**src/common/dmr_config.svh**
```systemverilog
// DMR recovery configuration: group count, register file geometry and restore credits
`ifndef DMR_CONFIG_SVH
`define DMR_CONFIG_SVH

// Number of redundant core pairs handled by the recovery subsystem
`define DMR_NUM_GROUPS 4

// Register address width, 16 registers per group by default
`define DMR_RF_ADDR_W 4

// Register data width
`define DMR_RF_DATA_W 32

// Restore writes the core write port accepts before it returns a credit
`define DMR_RESTORE_CREDITS 2

`endif

```
**src/common/dmr_recovery_pkg.sv**
```systemverilog
// DMR recovery package: sequencer state encoding and group index type
`default_nettype none

`include "dmr_config.svh"

package dmr_recovery_pkg;

  // Recovery routine states, in the order the routine walks through them
  typedef enum logic [2:0] {
    IDLE       = 3'd0,
    SETBACK    = 3'd1,
    HALT_REQ   = 3'd2,
    HALT_WAIT  = 3'd3,
    RESTORE_PC = 3'd4,
    RESTORE_RF = 3'd5,
    EXIT       = 3'd6
  } recovery_state_e;

  // Index of one redundant core pair
  typedef logic [$clog2(`DMR_NUM_GROUPS)-1:0] group_idx_t;

endpackage

`default_nettype wire

```
**src/common/dmr_regfile_pkg.sv**
```systemverilog
// DMR register file package: address, data and register write types
`default_nettype none

`include "dmr_config.svh"

package dmr_regfile_pkg;

  typedef logic [`DMR_RF_ADDR_W-1:0] rf_addr_t;
  typedef logic [`DMR_RF_DATA_W-1:0] rf_data_t;

  // One register write, used both for snooping and for the restore port
  typedef struct packed {
    logic     we;
    rf_addr_t addr;
    rf_data_t data;
  } rf_write_t;

endpackage

`default_nettype wire

```
**src/common/rf_read_if.sv**
```systemverilog
// Backup register file read link between register restore and storage
`default_nettype none

interface rf_read_if
  import dmr_recovery_pkg::*, dmr_regfile_pkg::*;
();

  logic       rd_en;
  group_idx_t rd_group;
  rf_addr_t   rd_addr;
  // Valid one cycle after rd_en
  rf_data_t   rd_data;

  modport restore (
    output rd_en,
    output rd_group,
    output rd_addr,
    input  rd_data
  );

  modport storage (
    input  rd_en,
    input  rd_group,
    input  rd_addr,
    output rd_data
  );

endinterface

`default_nettype wire

```
**src/source/dmr_error_collector.sv**
```systemverilog
// DMR error collector: captures the lowest faulty group and holds it until release
`default_nettype none

`include "dmr_config.svh"

module dmr_error_collector
  import dmr_recovery_pkg::*;
(
  input  wire logic                       clk_i,
  input  wire logic                       rst_ni,
  input  wire logic [`DMR_NUM_GROUPS-1:0] rf_err_a_i,
  input  wire logic [`DMR_NUM_GROUPS-1:0] rf_err_b_i,
  input  wire logic [`DMR_NUM_GROUPS-1:0] core_err_main_i,
  input  wire logic [`DMR_NUM_GROUPS-1:0] core_err_data_i,
  input  wire logic                       release_i,
  output logic                            pending_o,
  output group_idx_t                      group_o
);

  logic [`DMR_NUM_GROUPS-1:0] err_vec;
  logic                       err_any;
  group_idx_t                 first_grp;
  logic                       pending_q;
  group_idx_t                 group_q;

  // Any of the four checkers flags the group as faulty
  assign err_vec = rf_err_a_i | rf_err_b_i | core_err_main_i | core_err_data_i;
  assign err_any = |err_vec;

  // Scan from the top so the lowest faulty index wins
  always_comb begin
    first_grp = '0;
    for (int i = `DMR_NUM_GROUPS - 1; i >= 0; i--) begin
      if (err_vec[i]) begin
        first_grp = group_idx_t'(i);
      end
    end
  end

  // New errors are ignored while a routine is pending
  always_ff @(posedge clk_i or negedge rst_ni) begin
    if (!rst_ni) begin
      pending_q <= 1'b0;
      group_q   <= '0;
    end else if (pending_q) begin
      if (release_i) begin
        pending_q <= 1'b0;
      end
    end else if (err_any) begin
      pending_q <= 1'b1;
      group_q   <= first_grp;
    end
  end

  assign pending_o = pending_q;
  assign group_o   = group_q;

endmodule

`default_nettype wire

```
**src/recovery/dmr_recovery_fsm.sv**
```systemverilog
// DMR recovery sequencer: walks the faulty group through setback, halt, PC and RF restore
`default_nettype none

`include "dmr_config.svh"

module dmr_recovery_fsm
  import dmr_recovery_pkg::*;
(
  input  wire logic                       clk_i,
  input  wire logic                       rst_ni,
  input  wire logic                       pending_i,
  input  wire group_idx_t                 group_i,
  output logic                            release_o,
  input  wire logic [`DMR_NUM_GROUPS-1:0] debug_rsp_i,
  output logic      [`DMR_NUM_GROUPS-1:0] setback_o,
  output logic      [`DMR_NUM_GROUPS-1:0] clk_en_o,
  output logic      [`DMR_NUM_GROUPS-1:0] instr_lock_o,
  output logic      [`DMR_NUM_GROUPS-1:0] debug_req_o,
  output logic      [`DMR_NUM_GROUPS-1:0] debug_resume_o,
  output logic      [`DMR_NUM_GROUPS-1:0] pc_read_en_o,
  output logic      [`DMR_NUM_GROUPS-1:0] pc_write_en_o,
  output logic      [`DMR_NUM_GROUPS-1:0] recover_o,
  output logic                            restore_start_o,
  input  wire logic                       restore_done_i,
  output group_idx_t                      restore_group_o
);

  recovery_state_e            state_q, state_d;
  logic                       pc_cnt_q, pc_cnt_d;
  logic [`DMR_NUM_GROUPS-1:0] lock_q, lock_d;
  logic [`DMR_NUM_GROUPS-1:0] clk_en_q, clk_en_d;
  logic [`DMR_NUM_GROUPS-1:0] pc_we_q, pc_we_d;
  logic [`DMR_NUM_GROUPS-1:0] recover_q, recover_d;

  always_comb begin
    state_d         = state_q;
    pc_cnt_d        = pc_cnt_q;
    lock_d          = lock_q;
    clk_en_d        = clk_en_q;
    pc_we_d         = pc_we_q;
    recover_d       = recover_q;
    setback_o       = '0;
    debug_req_o     = '0;
    debug_resume_o  = '0;
    pc_read_en_o    = '0;
    release_o       = 1'b0;
    restore_start_o = 1'b0;

    unique case (state_q)
      IDLE: begin
        if (pending_i) begin
          state_d = SETBACK;
        end
      end
      SETBACK: begin
        // Freeze the rest of the cluster and keep the faulty PC backup stable
        setback_o[group_i] = 1'b1;
        lock_d[group_i]    = 1'b1;
        pc_we_d[group_i]   = 1'b0;
        clk_en_d           = '0;
        clk_en_d[group_i]  = 1'b1;
        state_d            = HALT_REQ;
      end
      HALT_REQ: begin
        debug_req_o[group_i] = 1'b1;
        state_d              = HALT_WAIT;
      end
      HALT_WAIT: begin
        if (debug_rsp_i[group_i]) begin
          state_d = RESTORE_PC;
        end
      end
      RESTORE_PC: begin
        // Two cycles give the PC readback time to settle in the core
        pc_read_en_o[group_i] = 1'b1;
        pc_cnt_d              = ~pc_cnt_q;
        if (pc_cnt_q) begin
          state_d = RESTORE_RF;
        end
      end
      RESTORE_RF: begin
        restore_start_o    = 1'b1;
        recover_d[group_i] = 1'b1;
        if (restore_done_i) begin
          debug_resume_o[group_i] = 1'b1;
          lock_d[group_i]         = 1'b0;
          state_d                 = EXIT;
        end
      end
      EXIT: begin
        release_o = 1'b1;
        lock_d    = '0;
        clk_en_d  = '1;
        pc_we_d   = '1;
        recover_d = '0;
        state_d   = IDLE;
      end
      default: begin
        state_d = IDLE;
      end
    endcase
  end

  always_ff @(posedge clk_i or negedge rst_ni) begin
    if (!rst_ni) begin
      state_q   <= IDLE;
      pc_cnt_q  <= 1'b0;
      lock_q    <= '0;
      clk_en_q  <= '1;
      pc_we_q   <= '1;
      recover_q <= '0;
    end else begin
      state_q   <= state_d;
      pc_cnt_q  <= pc_cnt_d;
      lock_q    <= lock_d;
      clk_en_q  <= clk_en_d;
      pc_we_q   <= pc_we_d;
      recover_q <= recover_d;
    end
  end

  assign instr_lock_o    = lock_q;
  assign clk_en_o        = clk_en_q;
  assign pc_write_en_o   = pc_we_q;
  assign recover_o       = recover_q;
  // The collector holds the group stable for the whole routine
  assign restore_group_o = group_i;

endmodule

`default_nettype wire

```
**src/recovery/dmr_rf_restore.sv**
```systemverilog
// DMR register restore: replays backed-up registers into the core under credit control
`default_nettype none

`include "dmr_config.svh"

module dmr_rf_restore
  import dmr_recovery_pkg::*, dmr_regfile_pkg::*;
(
  input  wire logic       clk_i,
  input  wire logic       rst_ni,
  input  wire logic       start_i,
  input  wire group_idx_t group_i,
  output logic            done_o,
  rf_read_if.restore      rd,
  output rf_write_t       restore_wr_o,
  input  wire logic       credit_i
);

  localparam int unsigned credit_w = $clog2(`DMR_RESTORE_CREDITS + 1);

  // Extra top bit marks that every register has been read
  logic [`DMR_RF_ADDR_W:0] cnt_q;
  logic [credit_w-1:0]     credit_q;
  logic                    rd_issue;
  logic                    wr_valid_q;
  rf_addr_t                wr_addr_q;

  assign rd_issue = start_i && !cnt_q[`DMR_RF_ADDR_W] && (credit_q != '0);

  assign rd.rd_en    = rd_issue;
  assign rd.rd_group = group_i;
  assign rd.rd_addr  = cnt_q[`DMR_RF_ADDR_W-1:0];

  always_ff @(posedge clk_i or negedge rst_ni) begin
    if (!rst_ni) begin
      cnt_q    <= '0;
      credit_q <= credit_w'(`DMR_RESTORE_CREDITS);
    end else if (!start_i) begin
      cnt_q    <= '0;
      credit_q <= credit_w'(`DMR_RESTORE_CREDITS);
    end else begin
      if (rd_issue) begin
        cnt_q <= cnt_q + 1'b1;
      end
      // A read and a returned credit in the same cycle cancel out
      if (rd_issue && !credit_i) begin
        credit_q <= credit_q - 1'b1;
      end else if (!rd_issue && credit_i) begin
        credit_q <= credit_q + 1'b1;
      end
    end
  end

  always_ff @(posedge clk_i or negedge rst_ni) begin
    if (!rst_ni) begin
      wr_valid_q <= 1'b0;
    end else begin
      wr_valid_q <= rd_issue;
    end
  end

  always_ff @(posedge clk_i) begin
    if (rd_issue) begin
      wr_addr_q <= rd.rd_addr;
    end
  end

  // The read data arrives together with the delayed address
  assign restore_wr_o.we   = wr_valid_q;
  assign restore_wr_o.addr = wr_addr_q;
  assign restore_wr_o.data = rd.rd_data;

  assign done_o = wr_valid_q && (wr_addr_q == '1);

endmodule

`default_nettype wire

```
**src/source/dmr_backup_rf.sv**
```systemverilog
// DMR backup register file: snoops core register writes per group and serves restore reads
`default_nettype none

`include "dmr_config.svh"

module dmr_backup_rf
  import dmr_regfile_pkg::*;
(
  input  wire logic                            clk_i,
  input  wire logic                            rst_ni,
  input  wire rf_write_t [`DMR_NUM_GROUPS-1:0] snoop_i,
  input  wire logic      [`DMR_NUM_GROUPS-1:0] snoop_en_i,
  rf_read_if.storage                           rd
);

  localparam int unsigned num_regs = 2 ** `DMR_RF_ADDR_W;

  rf_data_t mem_q [`DMR_NUM_GROUPS][num_regs];
  rf_data_t rd_data_q;

  // Snooping stops for a group while its PC write enable is low
  always_ff @(posedge clk_i or negedge rst_ni) begin
    if (!rst_ni) begin
      mem_q <= '{default: '0};
    end else begin
      for (int g = 0; g < `DMR_NUM_GROUPS; g++) begin
        if (snoop_en_i[g] && snoop_i[g].we) begin
          mem_q[g][snoop_i[g].addr] <= snoop_i[g].data;
        end
      end
    end
  end

  always_ff @(posedge clk_i) begin
    if (rd.rd_en) begin
      rd_data_q <= mem_q[rd.rd_group][rd.rd_addr];
    end
  end

  assign rd.rd_data = rd_data_q;

endmodule

`default_nettype wire

```
**src/source/dmr_recovery_top.sv**
```systemverilog
// DMR recovery subsystem top: error collection, sequencer, register restore and backup RF
`default_nettype none

`include "dmr_config.svh"

module dmr_recovery_top
  import dmr_recovery_pkg::*, dmr_regfile_pkg::*;
(
  input  wire logic                            clk_i,
  input  wire logic                            rst_ni,
  input  wire logic      [`DMR_NUM_GROUPS-1:0] rf_err_a_i,
  input  wire logic      [`DMR_NUM_GROUPS-1:0] rf_err_b_i,
  input  wire logic      [`DMR_NUM_GROUPS-1:0] core_err_main_i,
  input  wire logic      [`DMR_NUM_GROUPS-1:0] core_err_data_i,
  input  wire rf_write_t [`DMR_NUM_GROUPS-1:0] backup_wr_i,
  output logic           [`DMR_NUM_GROUPS-1:0] setback_o,
  output logic           [`DMR_NUM_GROUPS-1:0] clk_en_o,
  output logic           [`DMR_NUM_GROUPS-1:0] instr_lock_o,
  output logic           [`DMR_NUM_GROUPS-1:0] debug_req_o,
  input  wire logic      [`DMR_NUM_GROUPS-1:0] debug_rsp_i,
  output logic           [`DMR_NUM_GROUPS-1:0] debug_resume_o,
  output logic           [`DMR_NUM_GROUPS-1:0] pc_read_en_o,
  output logic           [`DMR_NUM_GROUPS-1:0] pc_write_en_o,
  output logic           [`DMR_NUM_GROUPS-1:0] recover_o,
  output rf_write_t                            restore_wr_o,
  output group_idx_t                           restore_group_o,
  input  wire logic                            restore_credit_i
);

  logic       pending;
  group_idx_t err_group;
  logic       release_pulse;
  logic       restore_start;
  logic       restore_done;
  group_idx_t seq_group;

  rf_read_if i_rf_read_if ();

  dmr_error_collector i_error_collector (
    .clk_i           (clk_i),
    .rst_ni          (rst_ni),
    .rf_err_a_i      (rf_err_a_i),
    .rf_err_b_i      (rf_err_b_i),
    .core_err_main_i (core_err_main_i),
    .core_err_data_i (core_err_data_i),
    .release_i       (release_pulse),
    .pending_o       (pending),
    .group_o         (err_group)
  );

  dmr_recovery_fsm i_recovery_fsm (
    .clk_i           (clk_i),
    .rst_ni          (rst_ni),
    .pending_i       (pending),
    .group_i         (err_group),
    .release_o       (release_pulse),
    .debug_rsp_i     (debug_rsp_i),
    .setback_o       (setback_o),
    .clk_en_o        (clk_en_o),
    .instr_lock_o    (instr_lock_o),
    .debug_req_o     (debug_req_o),
    .debug_resume_o  (debug_resume_o),
    .pc_read_en_o    (pc_read_en_o),
    .pc_write_en_o   (pc_write_en_o),
    .recover_o       (recover_o),
    .restore_start_o (restore_start),
    .restore_done_i  (restore_done),
    .restore_group_o (seq_group)
  );

  dmr_rf_restore i_rf_restore (
    .clk_i        (clk_i),
    .rst_ni       (rst_ni),
    .start_i      (restore_start),
    .group_i      (seq_group),
    .done_o       (restore_done),
    .rd           (i_rf_read_if.restore),
    .restore_wr_o (restore_wr_o),
    .credit_i     (restore_credit_i)
  );

  // The PC write enable also gates snooping of the faulty group
  dmr_backup_rf i_backup_rf (
    .clk_i      (clk_i),
    .rst_ni     (rst_ni),
    .snoop_i    (backup_wr_i),
    .snoop_en_i (pc_write_en_o),
    .rd         (i_rf_read_if.storage)
  );

  assign restore_group_o = seq_group;

endmodule

`default_nettype wire

```
**config.mk**
```make
export PLATFORM = sky130hd
export DESIGN_NAME = dmr_recovery_top
export DESIGN_NICKNAME = d
export VERILOG_FILES = /design/src/common/dmr_recovery_pkg.sv /design/src/common/dmr_regfile_pkg.sv /design/src/common/rf_read_if.sv /design/src/source/dmr_error_collector.sv /design/src/recovery/dmr_recovery_fsm.sv /design/src/recovery/dmr_rf_restore.sv /design/src/source/dmr_backup_rf.sv /design/src/source/dmr_recovery_top.sv
export VERILOG_INCLUDE_DIRS = /design/src /design/src/common
export SDC_FILE = /design/constraint.sdc
export NUM_CORES = 2
export LEC_CHECK = 0
export BUFFER_PORTS_ARGS = -buffer_cell sky130_fd_sc_hd__buf_4
export CORE_ASPECT_RATIO = 1.25
export CORE_MARGIN = 8
export CORE_UTILIZATION = 50
export CTS_BUF_LIST = sky130_fd_sc_hd__clkbuf_2
export CTS_CLUSTER_DIAMETER = 50
export DETAILED_ROUTE_END_ITERATION = 8
export GPL_TIMING_DRIVEN = 0
export PLACE_DENSITY = 0.66
export SLEW_MARGIN = 20
export SYNTH_ARGS = -nofsm -noshare
export SYNTH_HDL_FRONTEND = slang
export SYNTH_HIERARCHICAL = 1
export SYNTH_SLANG_ARGS = --single-unit
```
**constraint.sdc**
```tcl
create_clock -name clk_i -period 3.75 [get_ports clk_i]
set_input_delay 0.375 -clock clk_i [delete_from_list [all_inputs] [get_ports clk_i]]
set_output_delay 0.375 -clock clk_i [all_outputs]
set_load 0.01 [all_outputs]
```
-- After elaboration in Yosys (flattened, before gate mapping)
Cells that the tools add are included.
- bits in registers: 2115
- input port bits: 171
- output and inout port bits: 71
- add/subtract/negate cells: 3
- $lt $le $gt $ge: 12
- equal/unequal tests: 13
- muxes and demuxes: 51
- bitwise operators: 16
- reduce and logical (&&, ||, !) cells: 26
- operators with widths (kind ; count):
    512-bit bitwise mux ; 4
    512-bit binary-select mux with 2-bit select ; 1
    512-bit 2-to-1 mux ; 2
    32-bit demux with 4-bit select ; 4
    32-bit 2-to-1 mux ; 6
    32-bit binary-select mux with 4-bit select ; 1
    5-bit >= comparator (second input constant) ; 5
    4-bit NOT with 5-bit output ; 5
    4-bit 2-to-1 mux ; 6
    4-bit one-hot mux with 2 select lines ; 3
    5-bit by 1-bit < comparator with 1-bit output (second input constant) ; 4
    4-bit OR ; 5
    3-bit one-hot mux with 6 select lines ; 1
    1-bit logical AND ; 14
    2-bit 2-to-1 mux ; 7
    3-bit 2-to-1 mux ; 4
    4-bit one-hot mux with 3 select lines ; 1
    5-bit 2-to-1 mux ; 2
    3-bit equality test (second input constant) ; 3
    4-bit bitwise AND ; 2
    1-bit 2-to-1 mux ; 7
    3-bit by 2-bit equality test with 1-bit output (second input constant) ; 2
    2-bit by 1-bit inequality test with 1-bit output (second input constant) ; 3
    2-bit nonzero test ; 3
    other kinds (21) ; 26

-- Logic depth before layout (Yosys ltp)
- depth after elaboration: 9
- depth in mapped cells: 11
- gate-level depth less buffers: 5

-- Cells and area by module
Netlist, hierarchy kept.
- by module, submodules not included (module ; instances ; cells an instance ; area each (um2) ; seq. area each (um2)):
    dmr_backup_rf ; 1 ; 5735 ; 93243.2 ; 52210.1
    dmr_recovery_fsm ; 1 ; 112 ; 1018.5 ; 510.5
    dmr_rf_restore ; 1 ; 81 ; 810.8 ; 321.6
    dmr_error_collector ; 1 ; 17 ; 173.9 ; 75.1

-- Least setup slack after synthesis
OpenSTA, ideal clock, no wires.
- path kind: input -> register
- start: input port backup_wr_i[73] in the netlist's numbering
- end: register i_backup_rf/mem_q[1505] in the netlist's numbering
- arrival: 1.712 ns
- data required time: 3.625 ns
- path slack: 1.914 ns
- cell stages on the path: 6
- buffers on the path: 2
- cell sequence: nand2_1 -> nor2_1 -> or4b_2 -> clkbuf_1 -> buf_2 -> mux2_2
- longest elaborated chain between the ends: 1
- RTL lines (element ; line ; source):
    from (decl) ; dmr_recovery_top.sv:15 ; input wire rf_write_t [`DMR_NUM_GROUPS-1:0] backup_wr_i,
    1-bit logical AND ; dmr_backup_rf.sv:27 ; if (snoop_en_i[g] && snoop_i[g].we) begin
    to (signal, indexed assignment) ; dmr_backup_rf.sv:28 ; mem_q[g][snoop_i[g].addr] <= snoop_i[g].data;
    to (decl) ; dmr_backup_rf.sv:18 ; rf_data_t mem_q [`DMR_NUM_GROUPS][num_regs];
No other way between the ends.
A chain may end at the register's enable or synchronous reset.

-- Worst setup path in the final report
- start: input port backup_wr_i[70] in the netlist's numbering
- end: register i_backup_rf/mem_q[1027] in the netlist's numbering
- longest elaborated chain between the ends: 6
- elaborated cells between the ends (all ways): 7
- classes of those cells: order compare (2); mux (3); bitwise (1); reduce/logical (1)
- RTL lines (element ; line):
    4-bit NOT with 5-bit output (not written as such) * ; dmr_backup_rf.sv:28
    5-bit >= comparator (not written as such) or 5-bit by 1-bit < comparator with 1-bit output (tied branches) ; dmr_backup_rf.sv:28
    1-bit logical AND (not written as such) ; dmr_backup_rf.sv:28
    32-bit 2-to-1 mux (not written as such) ; dmr_backup_rf.sv:28
    32-bit demux with 4-bit select * ; dmr_backup_rf.sv:28
    512-bit bitwise mux * ; dmr_backup_rf.sv:28
Mark *: on every way between the ends. The rest lies on a longest branch, timed or not.

==> flow_summary.toml <==
[place]
io_buffers = 241
place_congestion = 0.982
dp_hpwl_um = 260000
dp_cells = 8758
placed_area_um2 = 101000

[detailed_routing]
route.detailed.drc = 0
wl_per_cell_um = 38.0
via_per_inst = 6.53
ant_nets = 0
wl_um = 385000
routed-via-count = 66200
drt_iter0_drc = 7538
dr.pass1.iters = 8

[synthesis]
synth_top_family_by_area = "multiplexers"
synthArstFlopShare_pct = 98.3
ys.flop_type = "dfrtp_1"
synth_compound_area_share_pct = 2.27
syn_area_per_cell_um2 = 16.0
yosys.area_share.adder_pct = 0.0131
yosysTopAreaCell = "dfrtp_1"
synth_top_area_share_pct = 54.4
yosysMostFrequentCell = "dfrtp_1"
yosys.area_share.simple_pct = 1.37
synthXorXnorAreaFrac_pct = 0.0368
yosys_warnings = 6
ys_seq_elements = 2115
syn_area_um2 = 95200
synthCells = 5945
synth.net_count = 6117
synth-edff-count = 36
yosysUniqueCellTypes = 64
synth_area_leaders = "dfrtp_1 54%, mux2_2 24%, mux4_2 12%"
yosys-mux-area-fraction_pct = 37.8
synth_common_cells = "2070 x dfrtp_1, 2041 x mux2_2, 504 x mux4_2"
yosysSeqAreaShare_pct = 55.8

[sta]
hold_viol_final = 0
hold_ws_ns = 0.222
tightest_slew_ns = 1.32
setup-violations-final = 192
period_share_pct = 108
skew_ns = 0.145
timing.final.ws_setup_ns = -0.298
max-slew-margin-rel_pct = 11.8
period_minus_slack_ns = 4.05
fmax_mhz = 247
drv_slew = 0

[grt]
overflow = 0
antenna_found_initial = 39
grt_pass1_wl_um = 531000
grt_usage_pct = 37.1
grt_max_degree = 157
grt_pass1_vias = 68500

[critical_path]
crit_path_frequent_cell = "dlygate4sd3_1"
crit_chain = "dlygate4sd3_1 > dlygate4sd3_1 > buf_4 > dlygate4sd3_1 > nand4_1 > nor2_1 > dlygate4sd3_1 > clkbuf_1 > mux2_2"
critPathSlowestCell = "dlygate4sd3_1"
cp-end-kind = "flip-flop"
max_stage_delay_ns = 0.96
crit_type = "input pin to flip-flop"
cp_num_buf_inv = 6
cp-start-kind = "input pin"
crit_arrival_ns = 5.73
critPathRequiredTime_ns = 5.43
cp_top_family = "buffers and inverters"
cp_max_fo = 10

[clock_tree]
clk_latency_ns = 1.87
clock-sinks = 2115
clk_pin_slew_ns = 0.09
cts_root_buf = "clkbuf_2"
numCtsBuffers = 549
clock_path_buffers = 4
htreeDepth = 6
cts_tree = "built"

[layout]
fin_area_um2 = 111000
area_growth_pct = 16.6
final_core_util_pct = 58.5
drive_gt1_share_pct = 53.0
layout.nets = 7411
seq_area_um2 = 53100
multiInputGateArea_um2 = 39800
finalNonFillerCells = 10100
n_fill_cell = 15200

[pwr]
p_int_mw = 52.4
ir_drop_mv = 0.674
power_mw = 81.1
switchingPower_mw = 28.7
cellPowerDensity_nw_per_um2 = 730
combPwrFrac_pct = 37.2
p_clk_share_pct = 18.9
power.leakage_nw = 51.5
seq_power_share_pct = 43.9
netSwitchingFraction_pct = 35.4

[floorplan]
ios = 242
die_w_um = 406
die_height_um = 504
die_area_um2 = 205000
core_um2 = 190000
rows = 179
start_util_pct = 50.2

[hold_path]
hold_class = "input pin to flip-flop"

[flow_run]
drv_cap = 0

[outcome]
violations = "setup timing"
status = "finished with violations"
==> per-layer routing <==
layer / routed length, um / track usage, % / up-vias
li1: - / - / 25200
met1: 140000 / 46.2 / 35300
met2: 170000 / 54.7 / 4377
met3: 42700 / 12.1 / 1342
met4: 32600 / 25.8 / 24
met5: 158 / 0.284 / -
==> through the flow <==
stage	setup slack [ns]	TNS, ns
after floorplan	0.670	0
after global placement	-23.18	-
after detailed placement	-0.840	-79.84
after CTS	-0.107	-1.72
after global routing	-0.0189	-0.0319
final	-0.298	-17.68
==> worst paths after layout <==
kind	from	to	cells after the start	slack (ns)
worst max-delay path	backup_wr_i[70]	i_backup_rf/mem_q[1027]	9	-0.30
worst min-delay path	backup_wr_i[140]	i_backup_rf/mem_q[189]	4	0.22
worst max register to register	i_error_collector/group_o[1]	i_backup_rf/rd.rd_data[31]	11	-0.19
worst min register to register	i_recovery_fsm/pc_cnt_q	i_recovery_fsm/pc_cnt_q	1	0.48
max in group asynchronous	rst_ni	i_backup_rf/mem_q[618]	18	0.44
min in group asynchronous	rst_ni	i_backup_rf/mem_q[1072]	14	0.32
==> sequential cells by signal, summed over array words and instances, names as in the netlist <==
register	cells
i_backup_rf/mem_q	2048
i_backup_rf/rd.rd_data	32
i_error_collector/group_o	2
i_error_collector/pending_o	1
i_recovery_fsm/clk_en_o	4
i_recovery_fsm/instr_lock_o	4
i_recovery_fsm/pc_cnt_q	1
i_recovery_fsm/pc_write_en_o	4
i_recovery_fsm/recover_o	4
i_recovery_fsm/state_q	3
i_rf_restore/cnt_q	5
i_rf_restore/credit_q	2
i_rf_restore/wr_addr_q	4
i_rf_restore/wr_valid_q	1
==> logic make-up (layout without fill, tap and decap cells) <==
group,Yosys count,count (layout)
buffers and inverters,569,2202
muxes,2704,2704
DFF,2115,2115
and+or+nand+nor,267,267
AOI/OAI and AO/OA,285,285
xor gates and xnor gates,4,4
other,0,26
adders and majority gates,1,1
==> final cells by class <==
class / count / share of cell area (%)
Clock buffer: 812 / 3.66
Multi-Input combinational cell: 3261 / 35.8
Inverter: 8 / 0.0270
Buffer: 559 / 2.60
Sequential cell: 2115 / 47.8
Tap cell: 2534 / 2.85
Timing Repair Buffer: 745 / 6.82
Antenna cell: 26 / 0.0586
Clock inverter: 78 / 0.336
==> worst register-to-register path, cell delays in order (launching register included) <==
cell	delay (ns)
dfrtp_1	0.42
buf_4	0.14
buf_4	0.10
buf_4	0.20
buf_6	0.34
buf_8	0.30
buf_8	0.32
buf_8	0.35
mux2i_1	0.18
mux2i_1	0.42
a21oi_1	0.33
a311oi_2	0.58
==> cell usage in the layout (no fill, tap or decap), drive strengths merged, types with 46 or more instances in the layout <==
cell         synthesis  routed
a21oi               46      46
a22o                53      53
a22oi               46      46
buf                246     534
clkbuf             315    1132
clkinv               0      60
dfrtp             2070    2070
dlygate4sd3          0     449
mux2              2067    2067
mux2i              133     133
mux4               504     504
nand2               58      58
nor2                83      83
==> power groups by stage <==
stage	Sequential (mW)	Combinational (mW)	Clock [mW]
floorplan	34.3	19.0	0
global placement	35.4	27.8	0
detailed placement	35.8	28.5	0
CTS	35.3	29.4	15.6
global route	36.4	31.0	16.8
finish	35.6	30.1	15.3
==> repair_timing <==
action                                  4_1_cts  5_1_grt
endpoints found under the setup margin       44      334
hold buffers                                462        0
pin swaps                                     1        2
resized for setup                            89       59
endpoints found under the hold margin      3134        0
buffers inserted                              2        0
cloned                                        0        2
No activity file was read; power rests on OpenSTA's default activity.
